**config.mk**
```make
export PLATFORM = sky130hd
export DESIGN_NAME = ddr_stream_top
export DESIGN_NICKNAME = d
export VERILOG_FILES = /design/src/design/ddr_pkg.sv /design/src/design/ddr_burst_writer.sv /design/src/design/ddr_burst_reader.sv /design/src/design/ddr_stream_top.sv
export VERILOG_INCLUDE_DIRS = /design/src /design/src/design
export SDC_FILE = /design/constraint.sdc
export NUM_CORES = 1
export LEC_CHECK = 0
export CORE_AREA = 8 8 135 137
export DETAILED_ROUTE_END_ITERATION = 8
export DIE_AREA = 0 0 143 145
export DONT_BUFFER_PORTS = 1
export PLACE_DENSITY = 0.43
export SLEW_MARGIN = 20
export SYNTH_ARGS = -nofsm -noshare
export SYNTH_HDL_FRONTEND = slang
export SYNTH_HIERARCHICAL = 1
export SYNTH_SLANG_ARGS = --single-unit
```
**constraint.sdc**
```tcl
create_clock -name i_clk -period 2.4 [get_ports i_clk]
set_clock_uncertainty 0.15 [all_clocks]
set_input_delay 0.12 -clock i_clk [delete_from_list [all_inputs] [get_ports i_clk]]
set_output_delay 0.12 -clock i_clk [all_outputs]
set_load 0.05 [all_outputs]
```
**src/design/ddr_cfg.svh**
```systemverilog
`ifndef DDR_CFG_SVH
`define DDR_CFG_SVH

// bus and stream widths
`define DDR_DATA_W      64
`define DDR_ADDR_W      32
`define DDR_BEAT_BYTES  8

// fixed burst shape
`define DDR_BURST_LEN   3

// write region wraps after five bursts
`define DDR_WR_BASE     32'h0000_0000
`define DDR_WR_LIMIT    32'h0000_0060

// read bursts always come from here
`define DDR_RD_BASE     32'h7FE0_0000

// up to seven reads waiting
`define DDR_PEND_W      3

`endif

```
**src/design/ddr_pkg.sv**
```systemverilog
`include "ddr_cfg.svh"

package ddr_pkg;

    // aw / ar request
    typedef struct packed {
        logic [`DDR_ADDR_W-1:0] addr;
        logic [7:0]             len;
    } axi_addr_t;

    typedef struct packed {
        logic [`DDR_DATA_W-1:0] data;
        logic                   last;
    } axi_w_t;

    typedef struct packed {
        logic [`DDR_DATA_W-1:0] data;
        logic [1:0]             resp;
        logic                   last;
    } axi_r_t;

    typedef struct packed {
        logic [`DDR_DATA_W-1:0] data;
        logic                   last;
    } stream_beat_t;

    typedef enum logic [2:0] {
        WR_IDLE,
        WR_ADDR,
        WR_DATA,
        WR_RESP,
        WR_ADV
    } wr_state_t;

    typedef enum logic [1:0] {
        RD_IDLE,
        RD_ADDR,
        RD_DATA
    } rd_state_t;

    // axi len field is beats minus one
    localparam logic [7:0] BURST_LEN_FIELD = 8'(`DDR_BURST_LEN - 1);

    // big endian <-> little endian
    function automatic logic [`DDR_DATA_W-1:0] byte_swap(input logic [`DDR_DATA_W-1:0] d);
        logic [`DDR_DATA_W-1:0] s;
        for (int i = 0; i < `DDR_BEAT_BYTES; i++) begin
            s[8*i +: 8] = d[8*(`DDR_BEAT_BYTES-1-i) +: 8];
        end
        return s;
    endfunction

endpackage

```
**src/design/ddr_burst_writer.sv**
```systemverilog
`timescale 1ns/1ps
`include "ddr_cfg.svh"

module ddr_burst_writer (
    input  logic                   i_clk,
    input  logic                   i_rst_n,
    input  logic [`DDR_DATA_W-1:0] i_in_data,
    input  logic                   i_in_valid,
    output logic                   o_in_ready,
    output ddr_pkg::axi_addr_t     o_aw,
    output logic                   o_aw_valid,
    input  logic                   i_aw_ready,
    output ddr_pkg::axi_w_t        o_w,
    output logic                   o_w_valid,
    input  logic                   i_w_ready,
    input  logic [1:0]             i_b_resp,
    input  logic                   i_b_valid,
    output logic                   o_b_ready,
    output logic                   o_wr_done,
    output logic                   o_wr_resp_err
);
    import ddr_pkg::*;

    localparam int BEAT_W = $clog2(`DDR_BURST_LEN);
    localparam logic [BEAT_W-1:0] LAST_BEAT = BEAT_W'(`DDR_BURST_LEN - 1);
    localparam logic [`DDR_ADDR_W-1:0] ADDR_STEP =
        `DDR_ADDR_W'(`DDR_BURST_LEN * `DDR_BEAT_BYTES);

    wr_state_t state_q;
    wr_state_t state_d;
    logic [BEAT_W-1:0] beat_q;
    logic [`DDR_ADDR_W-1:0] addr_q;
    logic aw_hs;
    logic w_hs;
    logic b_hs;

    assign aw_hs = o_aw_valid && i_aw_ready;
    assign w_hs  = o_w_valid && i_w_ready;
    assign b_hs  = i_b_valid && o_b_ready;

    always_comb begin
        state_d = state_q;
        case (state_q)
            WR_IDLE: begin
                if (i_in_valid) begin
                    state_d = WR_ADDR;
                end
            end
            WR_ADDR: begin
                if (aw_hs) begin
                    state_d = WR_DATA;
                end
            end
            WR_DATA: begin
                // leave after the last beat is taken
                if (w_hs && o_w.last) begin
                    state_d = WR_RESP;
                end
            end
            WR_RESP: begin
                if (b_hs) begin
                    state_d = WR_ADV;
                end
            end
            WR_ADV: begin
                state_d = WR_IDLE;
            end
            default: begin
                state_d = WR_IDLE;
            end
        endcase
    end

    always_ff @(posedge i_clk or negedge i_rst_n) begin
        if (!i_rst_n) begin
            state_q <= WR_IDLE;
            beat_q  <= '0;
            addr_q  <= `DDR_WR_BASE;
        end else begin
            state_q <= state_d;
            if (aw_hs) begin
                beat_q <= '0;
            end else if (w_hs) begin
                beat_q <= beat_q + BEAT_W'(1);
            end
            // next burst address, wrap at the limit
            if (state_q == WR_ADV) begin
                if (addr_q >= `DDR_WR_LIMIT) begin
                    addr_q <= `DDR_WR_BASE;
                end else begin
                    addr_q <= addr_q + ADDR_STEP;
                end
            end
        end
    end

    // address channel
    assign o_aw_valid = (state_q == WR_ADDR);
    assign o_aw.addr  = addr_q;
    assign o_aw.len   = BURST_LEN_FIELD;

    // data beats pass straight through, slave stalls reach the input
    assign o_w_valid  = (state_q == WR_DATA) && i_in_valid;
    assign o_in_ready = (state_q == WR_DATA) && i_w_ready;
    assign o_w.data   = byte_swap(i_in_data);
    assign o_w.last   = (beat_q == LAST_BEAT);

    // response
    assign o_b_ready     = (state_q == WR_RESP);
    assign o_wr_done     = b_hs;
    assign o_wr_resp_err = b_hs && (i_b_resp != 2'b00);

endmodule

```
**src/design/ddr_burst_reader.sv**
```systemverilog
`timescale 1ns/1ps
`include "ddr_cfg.svh"

module ddr_burst_reader (
    input  logic                   i_clk,
    input  logic                   i_rst_n,
    input  logic                   i_wr_done,
    output ddr_pkg::axi_addr_t     o_ar,
    output logic                   o_ar_valid,
    input  logic                   i_ar_ready,
    input  ddr_pkg::axi_r_t        i_r,
    input  logic                   i_r_valid,
    output logic                   o_r_ready,
    output ddr_pkg::stream_beat_t  o_out,
    output logic                   o_out_valid,
    input  logic                   i_out_ready,
    output logic                   o_rd_resp_err
);
    import ddr_pkg::*;

    rd_state_t state_q;
    rd_state_t state_d;
    logic [`DDR_PEND_W-1:0] pend_q;
    logic ar_hs;
    logic r_hs;
    logic burst_end;

    assign ar_hs     = o_ar_valid && i_ar_ready;
    assign r_hs      = i_r_valid && o_r_ready;
    assign burst_end = r_hs && i_r.last;

    always_comb begin
        state_d = state_q;
        case (state_q)
            RD_IDLE: begin
                // unserved write completions waiting
                if (pend_q != '0) begin
                    state_d = RD_ADDR;
                end
            end
            RD_ADDR: begin
                if (ar_hs) begin
                    state_d = RD_DATA;
                end
            end
            RD_DATA: begin
                if (burst_end) begin
                    state_d = RD_IDLE;
                end
            end
            default: begin
                state_d = RD_IDLE;
            end
        endcase
    end

    always_ff @(posedge i_clk or negedge i_rst_n) begin
        if (!i_rst_n) begin
            state_q <= RD_IDLE;
            pend_q  <= '0;
        end else begin
            state_q <= state_d;
            // both at once leaves the count alone
            case ({i_wr_done, burst_end})
                2'b10:   pend_q <= pend_q + `DDR_PEND_W'(1);
                2'b01:   pend_q <= pend_q - `DDR_PEND_W'(1);
                default: pend_q <= pend_q;
            endcase
        end
    end

    assign o_ar_valid = (state_q == RD_ADDR);
    assign o_ar.addr  = `DDR_RD_BASE;
    assign o_ar.len   = BURST_LEN_FIELD;

    // output back-pressure goes straight to rready
    assign o_r_ready   = (state_q == RD_DATA) && i_out_ready;
    assign o_out_valid = (state_q == RD_DATA) && i_r_valid;
    assign o_out.data  = byte_swap(i_r.data);
    assign o_out.last  = i_r.last;

    assign o_rd_resp_err = r_hs && (i_r.resp != 2'b00);

endmodule

```
**src/design/ddr_stream_top.sv**
```systemverilog
`timescale 1ns/1ps
`include "ddr_cfg.svh"

module ddr_stream_top (
    input  logic                   i_clk,
    input  logic                   i_rst_n,
    input  logic [`DDR_DATA_W-1:0] i_in_data,
    input  logic                   i_in_valid,
    output logic                   o_in_ready,
    output ddr_pkg::stream_beat_t  o_out,
    output logic                   o_out_valid,
    input  logic                   i_out_ready,
    output ddr_pkg::axi_addr_t     o_aw,
    output logic                   o_aw_valid,
    input  logic                   i_aw_ready,
    output ddr_pkg::axi_w_t        o_w,
    output logic                   o_w_valid,
    input  logic                   i_w_ready,
    input  logic [1:0]             i_b_resp,
    input  logic                   i_b_valid,
    output logic                   o_b_ready,
    output ddr_pkg::axi_addr_t     o_ar,
    output logic                   o_ar_valid,
    input  logic                   i_ar_ready,
    input  ddr_pkg::axi_r_t        i_r,
    input  logic                   i_r_valid,
    output logic                   o_r_ready,
    output logic                   o_error
);

    logic wr_done;
    logic wr_resp_err;
    logic rd_resp_err;

    ddr_burst_writer ddr_burst_writer_i (
        .i_clk         (i_clk),
        .i_rst_n       (i_rst_n),
        .i_in_data     (i_in_data),
        .i_in_valid    (i_in_valid),
        .o_in_ready    (o_in_ready),
        .o_aw          (o_aw),
        .o_aw_valid    (o_aw_valid),
        .i_aw_ready    (i_aw_ready),
        .o_w           (o_w),
        .o_w_valid     (o_w_valid),
        .i_w_ready     (i_w_ready),
        .i_b_resp      (i_b_resp),
        .i_b_valid     (i_b_valid),
        .o_b_ready     (o_b_ready),
        .o_wr_done     (wr_done),
        .o_wr_resp_err (wr_resp_err)
    );

    // one read burst per write response
    ddr_burst_reader ddr_burst_reader_i (
        .i_clk         (i_clk),
        .i_rst_n       (i_rst_n),
        .i_wr_done     (wr_done),
        .o_ar          (o_ar),
        .o_ar_valid    (o_ar_valid),
        .i_ar_ready    (i_ar_ready),
        .i_r           (i_r),
        .i_r_valid     (i_r_valid),
        .o_r_ready     (o_r_ready),
        .o_out         (o_out),
        .o_out_valid   (o_out_valid),
        .i_out_ready   (i_out_ready),
        .o_rd_resp_err (rd_resp_err)
    );

    // sticky until reset
    always_ff @(posedge i_clk or negedge i_rst_n) begin
        if (!i_rst_n) begin
            o_error <= 1'b0;
        end else if (wr_resp_err || rd_resp_err) begin
            o_error <= 1'b1;
        end
    end

endmodule

```
==> impl_metrics.toml <==
[floorplan]
boundaryPins = 360
core_um2 = 16200
floorplan.rows = 47
fp.dieH_um = 145
design.die.area_um2 = 20700
initial_core_util_pct = 20.8
die_w_um = 143

[worst_setup_path]
worst-setup-path-type = "input port to register"
critPathMostFrequentCell = "sky130_fd_sc_hd__dlygate4sd3_1"
cp_data_required_time_ns = 2.41
max_stage_delay_ns = 0.56
crit_path_max_fanout = 1
worstSetupStartpointType = "input port"
worst_path_max_delay_cell = "sky130_fd_sc_hd__dlygate4sd3_1"
reg2regPathDepth = 5
worstPathArrival_ns = 2.32
crit_path_cell_trace = "dlygate4sd3_1, o21ai_0, dlygate4sd3_1, nor2_1, dlygate4sd3_1, or3_1"
worst_setup_path_end_kind = "register"
reg2reg_setup_slack_ns = 0.23

[clock_network]
cts.reportedPaths.clkPinSlew_ns = 0.06
insertion_delay_ns = 0.28
cts_root_buf = "sky130_fd_sc_hd__clkbuf_16"
cts.sinks = 40
h-tree-depth = 2
cts-root-to-sink-buffers = 2
cts_resized = 0
tritoncts = "yes"
cts-buffers-inserted = 5

[logic_synthesis]
synth.yosys.seq_area_share_pct = 29.8
synth.distinct_cells = 44
combinational_family_with_the_most_area_after_synthesis = "buffers and inverters"
synth_simple_gate_area_share_pct = 15.2
yosysWarnings = 6
compound_gate_portion_of_the_synthesized_area_pct = 7.08
yosys-mux-area-fraction_pct = 1.23
postSynthCellCount = 384
yosys.area_share.adder_pct = 1.71
synth-xor-area-share_pct = 1.83
ys_ff_latch = 40
syn-mean-instance-area_um2 = 8.75
netlist_area_um2 = 3360

[run_status]
outcome = "completed"

[grt]
grt.overflow.total = 0
grt_start_max_net_pins = 41
gr-usage-all-layers_pct = 7.31
grt_antenna_before_repair = 0
grt_first_pass_wirelength_mm = 11.9
first_global_vias = 2072

[timing]
fin_hold_ws_ns = 0.0900
final.period_utilization_pct = 96.2
setup_viol = 0
fin_crit_ns = 2.31
tightestPinTransition_ns = 0.704
grt_setup_unrepaired = "false"
finalMaxSlewViolations = 0
max_clock_freq_mhz = 433
worst_slack_ns = 0.0922
count_of_final_hold_check_violations = 0
max_slew_margin_pct = 53.0
totalNegativeSetupSlack_ns = 0

[power]
pwr_density_cell_nw_per_um2 = 864
power_mw = 2.63
power.static_leakage_nw = 1.46
peakVddDrop_mv = 0.415

[placement]
placement.io_buffers = 0
area_post_placement_um2 = 2720
placement.setup.worst_slack_ns = 0.235
placed_cells_incl_taps = 501
final_weighted_congestion_in_routability_driven_placement = 0.712
place.detailed.hpwl_mm = 6.22

[detailed_routing]
drt_pass1_iterations = 4
detail_route.iter0.violations = 18
detailed_route_drc_error_count = 0
routedWlPerCell_um = 15.3
post_drt_antenna_nets = 0
routed_via_density = 3.86
route.vias.total = 2017
total_wire_length_after_detailed_routing_mm = 8.02

[final_layout]
antenna_cells_inserted = 0
finalNetCount = 448
layout.filler_cells = 1815
design_area_um2 = 3050
final_cell_count_no_fill = 523
area_delta_synth_final_pct = -9.20
finish.utilization_pct = 18.9
drive_above_1_share_pct = 18.8

[min_path]
min_delay_path_depth = 0
hold_class = "input port to output port"

[job]
drv_cap = 0
[worst max-delay path, delay by kind of cell]
family	cells	cell delay [ns]
buffers and inverters	3	1.65
and+or+nand+nor	2	0.41
AOI/OAI and AO/OA	1	0.13
[registers in the layout, summed over array words and instances (netlist names)]
name	cells
ddr_burst_reader_i/pend_q	3
ddr_burst_writer_i/beat_q	2
o_error	1
ddr_burst_reader_i/state_q	2
ddr_burst_writer_i/state_q	3
ddr_burst_writer_i/addr_q	29
[metal layers]
layer / GRT usage, % / part of all wire, % / vias up
met1: 6.81 / 33 / 953
met3: 4.59 / 16 / 55
li1: - / - / 874
met4: 4.52 / 5.2 / 0
met5: 0 / 0 / -
met2: 11.8 / 46 / 135
[cells in the final DEF (no fill, tap or decap), types with 2 or more instances in the layout]
| cell type | instances |
|---|---|
| sky130_fd_sc_hd__nor2_1 | 32 |
| sky130_fd_sc_hd__nand4_1 | 6 |
| sky130_fd_sc_hd__nand2_1 | 12 |
| sky130_fd_sc_hd__a21oi_1 | 9 |
| sky130_fd_sc_hd__a211oi_1 | 2 |
| sky130_fd_sc_hd__mux2i_1 | 3 |
| sky130_fd_sc_hd__dlygate4sd3_1 | 13 |
| sky130_fd_sc_hd__buf_4 | 38 |
| sky130_fd_sc_hd__o21ai_0 | 5 |
| sky130_fd_sc_hd__and2_1 | 2 |
| sky130_fd_sc_hd__a41oi_1 | 5 |
| sky130_fd_sc_hd__nor4_4 | 2 |
| sky130_fd_sc_hd__and4_1 | 6 |
| sky130_fd_sc_hd__clkbuf_16 | 5 |
| sky130_fd_sc_hd__nand3b_1 | 2 |
| sky130_fd_sc_hd__nor3_1 | 4 |
| sky130_fd_sc_hd__xnor2_1 | 6 |
| sky130_fd_sc_hd__ha_1 | 3 |
| sky130_fd_sc_hd__conb_1 | 51 |
| sky130_fd_sc_hd__nor4_1 | 6 |
| sky130_fd_sc_hd__nor3b_2 | 2 |
| sky130_fd_sc_hd__inv_1 | 11 |
| sky130_fd_sc_hd__and3_1 | 5 |
| sky130_fd_sc_hd__dfrtp_1 | 40 |
| sky130_fd_sc_hd__a31oi_1 | 11 |
[timing repair]
action	4_1_cts	5_1_grt
buffers inserted	0	0
hold buffers	14	0
endpoints found under the hold margin	48	0
[report_power, final]
group / internal [mW] / switching, mW / total [mW] / leakage [nW]
Sequential: 0.782 / 0.122 / 0.904 / 0.537
Combinational: 0.278 / 0.673 / 0.951 / 0.844
Clock: 0.494 / 0.285 / 0.779 / 0.0804
[layout make-up]
| class | count | area [um2] | share of cell area, % |
|---|---|---|---|
| Multi-Input combinational cell | 192 | 1120 | 36.6 |
| Sequential cell | 40 | 1000 | 32.8 |
| Timing Repair Buffer | 52 | 443 | 14.5 |
| Tap cell | 220 | 275 | 9.03 |
| Clock buffer | 5 | 125 | 4.10 |
| Clock inverter | 3 | 46.3 | 1.52 |
| Inverter | 11 | 41.3 | 1.35 |
[path summary, 6_finish.rpt]
kind / startpoint / end
min in group asynchronous: i_rst_n / ddr_burst_reader_i/state_q[1]
max: i_r[1] / o_error
max reg2reg: ddr_burst_writer_i/state_q[2] / o_error
max in group asynchronous: i_rst_n / ddr_burst_writer_i/addr_q[12]
min: i_r[57] / o_out[15]
min reg2reg: ddr_burst_reader_i/state_q[1] / ddr_burst_reader_i/state_q[0]
[cells in the mapped netlist]
library cell | count | area share (%)
sky130_fd_sc_hd__and2_2 | 1 | 0.22
sky130_fd_sc_hd__and2_1 | 2 | 0.37
sky130_fd_sc_hd__or3_1 | 1 | 0.19
sky130_fd_sc_hd__a21oi_1 | 9 | 1.3
sky130_fd_sc_hd__o21ai_0 | 5 | 0.75
sky130_fd_sc_hd__fa_1 | 1 | 0.60
sky130_fd_sc_hd__clkbuf_1 | 3 | 0.34
sky130_fd_sc_hd__mux2_2 | 1 | 0.34
sky130_fd_sc_hd__and4bb_2 | 1 | 0.37
sky130_fd_sc_hd__nand2_1 | 12 | 1.3
sky130_fd_sc_hd__and2b_1 | 1 | 0.22
sky130_fd_sc_hd__a211oi_1 | 2 | 0.45
sky130_fd_sc_hd__nor4_4 | 2 | 1.3
sky130_fd_sc_hd__a21oi_2 | 1 | 0.26
sky130_fd_sc_hd__nor3_1 | 4 | 0.60
sky130_fd_sc_hd__inv_1 | 11 | 1.2
sky130_fd_sc_hd__nand3_1 | 1 | 0.15
sky130_fd_sc_hd__or3b_4 | 1 | 0.34
sky130_fd_sc_hd__a41oi_1 | 5 | 1.3
sky130_fd_sc_hd__buf_4 | 180 | 40
sky130_fd_sc_hd__buf_2 | 3 | 0.45
sky130_fd_sc_hd__a22o_1 | 1 | 0.26
sky130_fd_sc_hd__a31oi_1 | 11 | 2.0
sky130_fd_sc_hd__nand4_1 | 6 | 1.1
sky130_fd_sc_hd__nand2b_1 | 1 | 0.19
sky130_fd_sc_hd__and2b_2 | 1 | 0.26
sky130_fd_sc_hd__and3b_1 | 1 | 0.26
sky130_fd_sc_hd__and4_1 | 6 | 1.6
sky130_fd_sc_hd__mux2i_1 | 3 | 0.89
sky130_fd_sc_hd__o21a_1 | 1 | 0.22
sky130_fd_sc_hd__xor2_1 | 1 | 0.26
sky130_fd_sc_hd__buf_6 | 1 | 0.34
sky130_fd_sc_hd__nor2_1 | 32 | 3.6
sky130_fd_sc_hd__ha_1 | 3 | 1.1
sky130_fd_sc_hd__o31ai_1 | 1 | 0.22
sky130_fd_sc_hd__o211ai_1 | 1 | 0.22
sky130_fd_sc_hd__dfrtp_1 | 40 | 30
sky130_fd_sc_hd__and3_1 | 5 | 0.93
sky130_fd_sc_hd__nor3b_1 | 3 | 0.67
sky130_fd_sc_hd__nor4_1 | 6 | 1.1
sky130_fd_sc_hd__conb_1 | 4 | 0.45
sky130_fd_sc_hd__nand3b_1 | 2 | 0.45
sky130_fd_sc_hd__buf_1 | 1 | 0.11
sky130_fd_sc_hd__xnor2_1 | 6 | 1.6
[logic make-up (layout without fill, tap and decap cells)]
family	after synthesis	in the layout
buffers and inverters	199	71
flip-flops	40	40
AO/OA/AOI/OAI	37	37
other	4	51
multiplexers	4	4
AND/OR/NAND/NOR	89	89
adder cells (fa/ha/maj)	4	4
XOR/XNOR	7	7
(Power assumes the default switching activity.)
